**config.mk**
```make
export PLATFORM = sky130hd
export DESIGN_NAME = branch_predictor
export DESIGN_NICKNAME = d
export VERILOG_FILES = /design/src/design/bp_pkg.sv /design/src/design/bp_btb.sv /design/src/design/bp_global_history.sv /design/src/design/bp_gshare_pht.sv /design/src/design/branch_predictor.sv
export SDC_FILE = /design/constraint.sdc
export NUM_CORES = 2
export LEC_CHECK = 0
export BUFFER_PORTS_ARGS = -buffer_cell sky130_fd_sc_hd__buf_4
export CORE_UTILIZATION = 33
export CTS_BUF_LIST = sky130_fd_sc_hd__clkbuf_8
export CTS_CLUSTER_SIZE = 28
export DETAILED_ROUTE_END_ITERATION = 16
export HOLD_SLACK_MARGIN = 0.05
export SLEW_MARGIN = 20
export SYNTH_ARGS = -nofsm -noshare
export SYNTH_HDL_FRONTEND = slang
export SYNTH_SLANG_ARGS = --single-unit
```
**constraint.sdc**
```tcl
create_clock -name clk -period 5 [get_ports clk]
set_input_delay 0.75 -clock clk [delete_from_list [all_inputs] [get_ports clk]]
set_output_delay 0.75 -clock clk [all_outputs]
set_load 0.05 [all_outputs]
```
**src/design/bp_pkg.sv**
```systemverilog
// Shared opcodes, branch kind encoding, counter type and reset constants for the predictor
package bp_pkg;

    // Architectural word width
    localparam int XLEN = 32;

    // RISC-V major opcodes of the control-flow instructions
    localparam logic [6:0] OP_JAL    = 7'b1101111;
    localparam logic [6:0] OP_JALR   = 7'b1100111;
    localparam logic [6:0] OP_BRANCH = 7'b1100011;

    // Kind of control flow held by a BTB entry
    typedef enum logic [1:0] {
        BR_NONE = 2'b00,
        BR_JUMP = 2'b01,
        BR_COND = 2'b10
    } br_kind_t;

    // 2-bit saturating counter
    // MSB set means predict taken
    typedef logic [1:0] ctr_t;

    // Weakly not taken
    localparam ctr_t CTR_RESET = 2'b01;

    // Counter bounds
    localparam ctr_t CTR_MAX = 2'b11;
    localparam ctr_t CTR_MIN = 2'b00;

    // Decode of an opcode into the kind stored in the BTB
    function automatic br_kind_t decode_kind(input logic [6:0] op);
        br_kind_t kind;
        kind = BR_NONE;
        if (op == OP_BRANCH) begin
            kind = BR_COND;
        end else if ((op == OP_JAL) || (op == OP_JALR)) begin
            kind = BR_JUMP;
        end
        return kind;
    endfunction

endpackage

```
**src/design/bp_btb.sv**
```systemverilog
// Direct-mapped branch target buffer with full-PC tags, targets, kinds and valid bits
`timescale 1ns/1ps

module bp_btb #(
    parameter int NUM_BTB_ENTRIES = 32
) (
    input  logic                     clk,
    input  logic                     arst_n_i,

    // Lookup from fetch
    input  logic [bp_pkg::XLEN-1:0]  lookup_pc_i,
    output logic                     hit_o,
    output bp_pkg::br_kind_t         kind_o,
    output logic [bp_pkg::XLEN-1:0]  target_o,

    // Write from execute
    input  logic                     wr_en_i,
    input  logic [bp_pkg::XLEN-1:0]  wr_pc_i,
    input  logic [6:0]               wr_op_i,
    input  logic [bp_pkg::XLEN-1:0]  wr_target_i
);

    import bp_pkg::*;

    localparam int IDX_BITS = $clog2(NUM_BTB_ENTRIES);

    // Entry storage
    logic [XLEN-1:0]      target_q [NUM_BTB_ENTRIES];
    logic [XLEN-1:0]      tag_q    [NUM_BTB_ENTRIES];
    br_kind_t             kind_q   [NUM_BTB_ENTRIES];
    logic [NUM_BTB_ENTRIES-1:0] valid_q;

    logic [IDX_BITS-1:0]  lookup_idx;
    logic [IDX_BITS-1:0]  wr_idx;
    br_kind_t             wr_kind;
    logic                 wr_fire;

    // Word-aligned PCs, so bits [1:0] are skipped
    assign lookup_idx = lookup_pc_i[IDX_BITS+1:2];
    assign wr_idx     = wr_pc_i[IDX_BITS+1:2];

    // Non control-flow opcodes never allocate
    assign wr_kind = decode_kind(wr_op_i);
    assign wr_fire = wr_en_i && (wr_kind != BR_NONE);

    // Lookup is purely combinational
    assign hit_o    = valid_q[lookup_idx] && (tag_q[lookup_idx] == lookup_pc_i);
    assign kind_o   = kind_q[lookup_idx];
    assign target_o = target_q[lookup_idx];

    // Valid bits
    always_ff @(posedge clk or negedge arst_n_i) begin
        if (!arst_n_i) begin
            valid_q <= '0;
        end else if (wr_fire) begin
            valid_q[wr_idx] <= 1'b1;
        end
    end

    // Payload arrays, overwritten on every allocating write
    always_ff @(posedge clk) begin
        if (wr_fire) begin
            target_q[wr_idx] <= wr_target_i;
            tag_q[wr_idx]    <= wr_pc_i;
            kind_q[wr_idx]   <= wr_kind;
        end
    end

    // A hit must come from an entry that was installed with a real kind
    a_hit_has_kind: assert property (
        @(posedge clk) disable iff (!arst_n_i)
        hit_o |-> (kind_o != BR_NONE)
    ) else $error("BTB hit on entry with kind BR_NONE");

    // Fetch PC must be known whenever the BTB is looked up
    a_lookup_idx_known: assert property (
        @(posedge clk) disable iff (!arst_n_i)
        !$isunknown(lookup_idx)
    ) else $error("BTB lookup index is unknown");

endmodule

```
**src/design/bp_global_history.sv**
```systemverilog
// Speculative and committed global history registers with restore on mispredict
`timescale 1ns/1ps

module bp_global_history #(
    parameter int NUM_GHR_BITS = 5
) (
    input  logic                     clk,
    input  logic                     arst_n_i,

    // Fetch-time speculative shift
    input  logic                     spec_shift_i,
    input  logic                     spec_bit_i,

    // Resolved branch from execute
    input  logic                     commit_i,
    input  logic                     commit_bit_i,
    input  logic                     restore_i,

    output logic [NUM_GHR_BITS-1:0]  ghr_o
);

    logic [NUM_GHR_BITS-1:0] spec_q;
    logic [NUM_GHR_BITS-1:0] commit_q;
    logic [NUM_GHR_BITS-1:0] commit_next;

    // Newest outcome enters at bit 0
    assign commit_next = {commit_q[NUM_GHR_BITS-2:0], commit_bit_i};

    always_ff @(posedge clk or negedge arst_n_i) begin
        if (!arst_n_i) begin
            commit_q <= '0;
        end else if (commit_i) begin
            commit_q <= commit_next;
        end
    end

    // Restore wins over a fetch shift in the same cycle
    always_ff @(posedge clk or negedge arst_n_i) begin
        if (!arst_n_i) begin
            spec_q <= '0;
        end else if (restore_i) begin
            spec_q <= commit_next;
        end else if (spec_shift_i) begin
            spec_q <= {spec_q[NUM_GHR_BITS-2:0], spec_bit_i};
        end
    end

    assign ghr_o = spec_q;

    // A restore is only meaningful together with the commit it copies from
    a_restore_needs_commit: assert property (
        @(posedge clk) disable iff (!arst_n_i)
        restore_i |-> commit_i
    ) else $error("History restore without commit");

endmodule

```
**src/design/bp_gshare_pht.sv**
```systemverilog
// Gshare pattern history table of 2-bit saturating counters with read index and update
`timescale 1ns/1ps

module bp_gshare_pht #(
    parameter int NUM_GHR_BITS = 5
) (
    input  logic                     clk,
    input  logic                     arst_n_i,

    // Prediction side
    input  logic [bp_pkg::XLEN-1:0]  pc_i,
    input  logic [NUM_GHR_BITS-1:0]  ghr_i,
    output logic [NUM_GHR_BITS-1:0]  read_index_o,
    output logic                     taken_o,

    // Training side
    input  logic                     upd_en_i,
    input  logic [NUM_GHR_BITS-1:0]  upd_index_i,
    input  logic                     upd_taken_i
);

    import bp_pkg::*;

    localparam int PHT_ENTRIES = 1 << NUM_GHR_BITS;

    ctr_t pht_q [PHT_ENTRIES];
    ctr_t upd_cur;
    ctr_t upd_next;

    // Gshare index
    assign read_index_o = pc_i[NUM_GHR_BITS+1:2] ^ ghr_i;
    assign taken_o      = pht_q[read_index_o][1];

    // Saturating step of the addressed counter
    assign upd_cur = pht_q[upd_index_i];

    always_comb begin
        upd_next = upd_cur;
        if (upd_taken_i) begin
            if (upd_cur != CTR_MAX) begin
                upd_next = upd_cur + 2'd1;
            end
        end else begin
            if (upd_cur != CTR_MIN) begin
                upd_next = upd_cur - 2'd1;
            end
        end
    end

    always_ff @(posedge clk or negedge arst_n_i) begin
        if (!arst_n_i) begin
            for (int i = 0; i < PHT_ENTRIES; i++) begin
                pht_q[i] <= CTR_RESET;
            end
        end else if (upd_en_i) begin
            pht_q[upd_index_i] <= upd_next;
        end
    end

    // Strongly taken stays strongly taken, no wrap to 00
    a_sat_high: assert property (
        @(posedge clk) disable iff (!arst_n_i)
        (upd_en_i && upd_taken_i && (upd_cur == CTR_MAX))
            |=> (pht_q[$past(upd_index_i)] == CTR_MAX)
    ) else $error("PHT counter wrapped past 11");

    // Strongly not taken stays put, no wrap to 11
    a_sat_low: assert property (
        @(posedge clk) disable iff (!arst_n_i)
        (upd_en_i && !upd_taken_i && (upd_cur == CTR_MIN))
            |=> (pht_q[$past(upd_index_i)] == CTR_MIN)
    ) else $error("PHT counter wrapped past 00");

endmodule

```
**src/design/branch_predictor.sv**
```systemverilog
// Branch predictor top joining BTB, gshare PHT and global history into taken and target
`timescale 1ns/1ps

module branch_predictor #(
    parameter int NUM_BTB_ENTRIES = 32,
    parameter int NUM_GHR_BITS    = 5
) (
    input  logic                     clk,
    input  logic                     arst_n_i,

    // Fetch side
    input  logic [bp_pkg::XLEN-1:0]  fetch_pc_i,
    input  logic                     fetch_valid_i,
    output logic                     pred_taken_o,
    output logic [bp_pkg::XLEN-1:0]  pred_target_o,
    output logic [NUM_GHR_BITS-1:0]  pred_pht_index_o,

    // Execute side
    input  logic                     upd_valid_i,
    input  logic [bp_pkg::XLEN-1:0]  upd_pc_i,
    input  logic [6:0]               upd_op_i,
    input  logic [bp_pkg::XLEN-1:0]  upd_target_i,
    input  logic                     upd_taken_i,
    input  logic                     upd_mispredict_i,
    input  logic [NUM_GHR_BITS-1:0]  upd_pht_index_i
);

    import bp_pkg::*;

    logic                     btb_hit;
    br_kind_t                 btb_kind;
    logic [XLEN-1:0]          btb_target;
    logic                     pht_taken;
    logic [NUM_GHR_BITS-1:0]  spec_ghr;
    logic                     pred_is_cond;
    logic                     upd_is_branch;

    assign upd_is_branch = upd_valid_i && (upd_op_i == OP_BRANCH);
    assign pred_is_cond  = btb_hit && (btb_kind == BR_COND);

    // BTB filters non control-flow opcodes itself
    bp_btb #(
        .NUM_BTB_ENTRIES (NUM_BTB_ENTRIES)
    ) btb_i (
        .clk         (clk),
        .arst_n_i    (arst_n_i),
        .lookup_pc_i (fetch_pc_i),
        .hit_o       (btb_hit),
        .kind_o      (btb_kind),
        .target_o    (btb_target),
        .wr_en_i     (upd_valid_i),
        .wr_pc_i     (upd_pc_i),
        .wr_op_i     (upd_op_i),
        .wr_target_i (upd_target_i)
    );

    bp_gshare_pht #(
        .NUM_GHR_BITS (NUM_GHR_BITS)
    ) pht_i (
        .clk          (clk),
        .arst_n_i     (arst_n_i),
        .pc_i         (fetch_pc_i),
        .ghr_i        (spec_ghr),
        .read_index_o (pred_pht_index_o),
        .taken_o      (pht_taken),
        .upd_en_i     (upd_is_branch),
        .upd_index_i  (upd_pht_index_i),
        .upd_taken_i  (upd_taken_i)
    );

    // History indexes the PHT beside it
    bp_global_history #(
        .NUM_GHR_BITS (NUM_GHR_BITS)
    ) ghr_i (
        .clk          (clk),
        .arst_n_i     (arst_n_i),
        .spec_shift_i (fetch_valid_i && pred_is_cond),
        .spec_bit_i   (pred_taken_o),
        .commit_i     (upd_is_branch),
        .commit_bit_i (upd_taken_i),
        .restore_i    (upd_is_branch && upd_mispredict_i),
        .ghr_o        (spec_ghr)
    );

    // Miss falls through, jump always taken, conditional follows the counter
    always_comb begin
        pred_taken_o  = 1'b0;
        pred_target_o = fetch_pc_i + XLEN'(4);
        if (btb_hit) begin
            pred_target_o = btb_target;
            if (btb_kind == BR_JUMP) begin
                pred_taken_o = 1'b1;
            end else begin
                pred_taken_o = pht_taken;
            end
        end
    end

endmodule

```
==> flow_metrics.env <==
export IMPL_outcome="finished with violations"
export IMPL_failed_checks="negative setup slack"
export IMPL_dieArea_um2=265000
export IMPL_cts_tree="yes"
export IMPL_power_switching_uw=8340
export IMPL_finalSetupViolations=33
export IMPL_hold_path_class="primary input to flip-flop"
export IMPL_synthFlopType="edfxtp_1"
export IMPL_syn_area_um2=86800
export IMPL_cts_max_level=5
export IMPL_num_nets_final=4877
export IMPL_io_buffers=151
export IMPL_ant_nets=0
export IMPL_cts_clk_slew_worst_paths_ns=0.06
export IMPL_remaining_drc_errors=0
export IMPL_critPathLaunch="btb_i.tag_q[12][26]$_DFFE_PP_"
export IMPL_worstHoldPathCells=4
export IMPL_wl_um=249000
export IMPL_grt_max_degree=88
export IMPL_drtIter0Drc=4698
export IMPL_cp_max_fo=8
export IMPL_max_freq_ghz=0.172
export IMPL_cts_buffers=363
export IMPL_clock_sinks=2217
export IMPL_r2r_end="ghr_i.ghr_o[1]$_DFFE_PN0P_"
export IMPL_report_final_slew_viol_count=0
export IMPL_rsz0062_at_grt="true"
export IMPL_dpl_hpwl_um=146000
export IMPL_viasPerCell=5.28
export IMPL_row_count=187
export IMPL_synth_seq_area_share_pct=76.1
export IMPL_ios=152
export IMPL_p_per_area_nw_per_um2=359
export IMPL_relSlewSlack_pct=33.7
export IMPL_intPower_uw=28700
export IMPL_async_reset_ff_share_pct=4.74
export IMPL_die_h_um=515
export IMPL_seqCellArea_um2=66100
export IMPL_power_frac_seq_pct=55.0
export IMPL_grt_total_usage_pct=18.7
export IMPL_place_area_um2=95400
export IMPL_peakVddDrop_uv=214
export IMPL_crit_path_end="pred_target_o[22]"
export IMPL_grt_pass1_wl_um=351000
export IMPL_drv_cap=0
export IMPL_ys_types=72
export IMPL_via_count=45100
export IMPL_reg2reg_from="btb_i.tag_q[12][26]$_DFFE_PP_"
export IMPL_die_x_um=515
export IMPL_clock_power_share_pct=39.2
export IMPL_p_sw_share_pct=22.5
export IMPL_root_buffer="clkbuf_8"
export IMPL_postLayoutCellArea_um2=103000
export IMPL_ys_ff_latch=2217
export IMPL_dr_pass1_iters=6
export IMPL_start_kind="flip-flop"
export IMPL_arrival_ns=5.05
export IMPL_synth_edff_count=2112
export IMPL_overflow=0
export IMPL_hold_viol_final=0
export IMPL_tightest_slew_ns=0.993
export IMPL_synth_nets=4125
export IMPL_multi_input_area_um2=20200
export IMPL_skew_ns=0.0648
export IMPL_grt_pass1_vias=46500
export IMPL_postSynthCellCount=4010
export IMPL_min_period_ns=5.80
export IMPL_critPathRequiredTime_ns=4.25
export IMPL_gp_congestion=0.810
export IMPL_endpoint_kind="primary output"
export IMPL_r2r_setup_slack_ns=0.83
export IMPL_core_um2=261000
export IMPL_clockBufferDepth=4
export IMPL_antenna_found_initial=41
export IMPL_comb_power_share_pct=5.9
export IMPL_yosys_warnings=0
export IMPL_crit_type="flip-flop to primary output"
export IMPL_wl_per_cell_um=29.1
export IMPL_leakage_uw=0.0337
export IMPL_finalCritPeriodShare_pct=116
export IMPL_fillCellCount=23200
export IMPL_insertion_delay_ns=1.08
export IMPL_setup_ws_ns=-0.803
export IMPL_worst_r2r_cell_count=13
export IMPL_syn_area_per_cell_um2=21.7
export IMPL_area_delta_synth_final_pct=18.9
export IMPL_power_uw=37000
export IMPL_drive_gt1_share_pct=35.3
export IMPL_initial_core_util_pct=33.3
critical path: stages, from the launching register on:
cell and delay (ns):
edfxtp_1 0.37, mux4_2 0.49, a2111oi_4 0.32, a22oi_2 0.10, xor2_1 0.16, or4b_1 0.53, or4_4 0.51, or4_4 0.56
buf_12 0.19, buf_12 0.16, buf_16 0.16, a211oi_4 0.18, a21oi_2 0.05, buf_4 0.19
cell type report:
class                   instances  area share, %
repair buffers                602           5.76
inverters                      13         0.0570
well taps                    3496           4.24
multi-input cells            1565           19.6
flip-flops and latches       2217           64.0
clock inverters               258           1.27
clock buffers                 377           5.03
diodes                         15         0.0364
what timing repair did:
| item | CTS | global route |
|---|---|---|
| setup endpoints to repair | 33 | 33 |
| gates resized for setup | 77 | 25 |
| hold endpoints to repair | 1749 | 0 |
| setup buffers | 9 | 5 |
| hold buffers | 65 | 0 |
| gates cloned | 2 | 1 |
| pin swaps | 21 | 11 |
worst min-delay path by stage:
stage | to | slack (ns) | from
after floorplan | btb_i.valid_q[14]$_DFFE_PN0P_ | 0.43 | btb_i.valid_q[14]$_DFFE_PN0P_
after global placement | btb_i.valid_q[31]$_DFFE_PN0P_ | 0.45 | btb_i.valid_q[31]$_DFFE_PN0P_
after detailed placement | btb_i.valid_q[20]$_DFFE_PN0P_ | 0.45 | btb_i.valid_q[20]$_DFFE_PN0P_
after CTS | ghr_i.commit_q[1]$_DFFE_PN0P_ | 0.05 | upd_valid_i
after global routing | btb_i.tag_q[5][27]$_DFFE_PP_ | 0.13 | upd_pc_i[27]
final | ghr_i.commit_q[1]$_DFFE_PN0P_ | 0.15 | upd_valid_i
power by group through the flow:
stage	clock network, µW	registers, µW	logic (µW)
after floorplan	0	20700	1070
after global placement	0	20700	2060
after detailed placement	0	20700	2080
after CTS	14800	20300	2180
after global routing	15500	20300	2280
final	14500	20300	2170
synth_stat cells (all sizes together), types with 10 or more instances:
| cell | number | share of area (%) |
|---|---|---|
| edfxtp | 2112 | 73 |
| mux4 | 547 | 14 |
| buf | 140 | 0.96 |
| mux2i | 138 | 1.6 |
| nand2 | 123 | 0.53 |
| nor2 | 94 | 0.41 |
| mux2 | 92 | 1.2 |
| clkbuf | 75 | 0.32 |
| a21oi | 74 | 0.43 |
| dfrtp | 73 | 2.1 |
| a211oi | 41 | 0.42 |
| a22oi | 35 | 0.30 |
| and2 | 35 | 0.25 |
| or2 | 34 | 0.24 |
| xor2 | 34 | 0.34 |
| dfstp | 32 | 0.97 |
| nand3 | 30 | 0.17 |
| nor2b | 25 | 0.18 |
| o21ai | 25 | 0.14 |
| xnor2 | 24 | 0.24 |
| o22ai | 22 | 0.16 |
| a221oi | 18 | 0.19 |
| o221ai | 17 | 0.17 |
| and3 | 14 | 0.10 |
| a31oi | 12 | 0.086 |
| nor3 | 12 | 0.069 |
| inv | 11 | 0.048 |
| nand4 | 11 | 0.079 |
| a32oi | 10 | 0.10 |
| nand3b | 10 | 0.086 |
registers in the layout (all words and copies together) (netlist names):
name	count
ghr_i.commit_q	4
pht_i.pht_q	64
btb_i.tag_q	1024
btb_i.target_q	1024
btb_i.valid_q	32
btb_i.kind_q	64
ghr_i.ghr_o	5
cell families (layout without fill, tap and decap cells):
| family | count (synthesis) | in the layout | synth area share [%] |
|---|---|---|---|
| flip-flops | 2217 | 2217 | 76.1 |
| multiplexers | 777 | 777 | 17.0 |
| AND/OR/NAND/NOR | 425 | 425 | 2.45 |
| AO/OA/AOI/OAI | 302 | 302 | 2.49 |
| buffers and inverters | 228 | 1250 | 1.34 |
| XOR/XNOR | 58 | 58 | 0.585 |
| adder cells (fa/ha/maj) | 3 | 3 | 0.0375 |
| other | 0 | 15 | 0 |
layout by cell type (no fill, tap or decap), types with 10 or more instances in the layout:
| cell type | count |
|---|---|
| a211oi_1 | 13 |
| a211oi_2 | 20 |
| a21oi_1 | 61 |
| a221oi_1 | 16 |
| a22oi_1 | 34 |
| a31oi_1 | 12 |
| a32oi_1 | 10 |
| and2_1 | 34 |
| and3_1 | 14 |
| buf_12 | 83 |
| buf_4 | 418 |
| buf_6 | 26 |
| bufinv_16 | 10 |
| clkbuf_8 | 377 |
| clkinv_1 | 87 |
| clkinv_2 | 30 |
| dfrtp_1 | 73 |
| dfstp_2 | 32 |
| diode_2 | 15 |
| dlygate4sd3_1 | 65 |
| edfxtp_1 | 2112 |
| inv_1 | 131 |
| mux2_2 | 88 |
| mux2i_1 | 137 |
| mux4_2 | 547 |
| nand2_1 | 122 |
| nand3_1 | 29 |
| nand3b_1 | 10 |
| nand4_1 | 11 |
| nor2_1 | 61 |
| nor2_4 | 32 |
| nor2b_1 | 23 |
| nor3_1 | 11 |
| o21ai_0 | 23 |
| o221ai_1 | 17 |
| o22ai_1 | 22 |
| or2_2 | 34 |
| xnor2_1 | 23 |
| xor2_1 | 31 |
through the flow:
step / std cells / util (%) / hold WS (ns) / TNS [ns] / setup slack, ns
3_5_place_dp: 7821 / 36.6 / 0.448 / -32.83 / -1.36
6_report: 8543 / 39.6 / 0.152 / -24.11 / -0.803
2_1_floorplan: 4010 / - / 0.434 / -983.53 / -0.581
5_1_grt: 8541 / 39.6 / 0.132 / -28.61 / -0.937
4_1_cts: 8526 / 39.5 / 0.0519 / -28.27 / -0.926
3_3_place_gp: 7821 / 36.6 / 0.445 / -30.47 / -1.32
routing by layer:
metal	wire length (µm)	global-route usage (%)	part of all wire, %	vias to the layer above
met4	9680	7.34	3.9	30
met3	16300	3.25	6.6	422
met1	99600	24.2	40	24400
li1	-	-	-	18400
met5	195	0	0.078	-
met2	123000	31.2	49	1913
No activity file was read; power rests on OpenSTA's default activity.
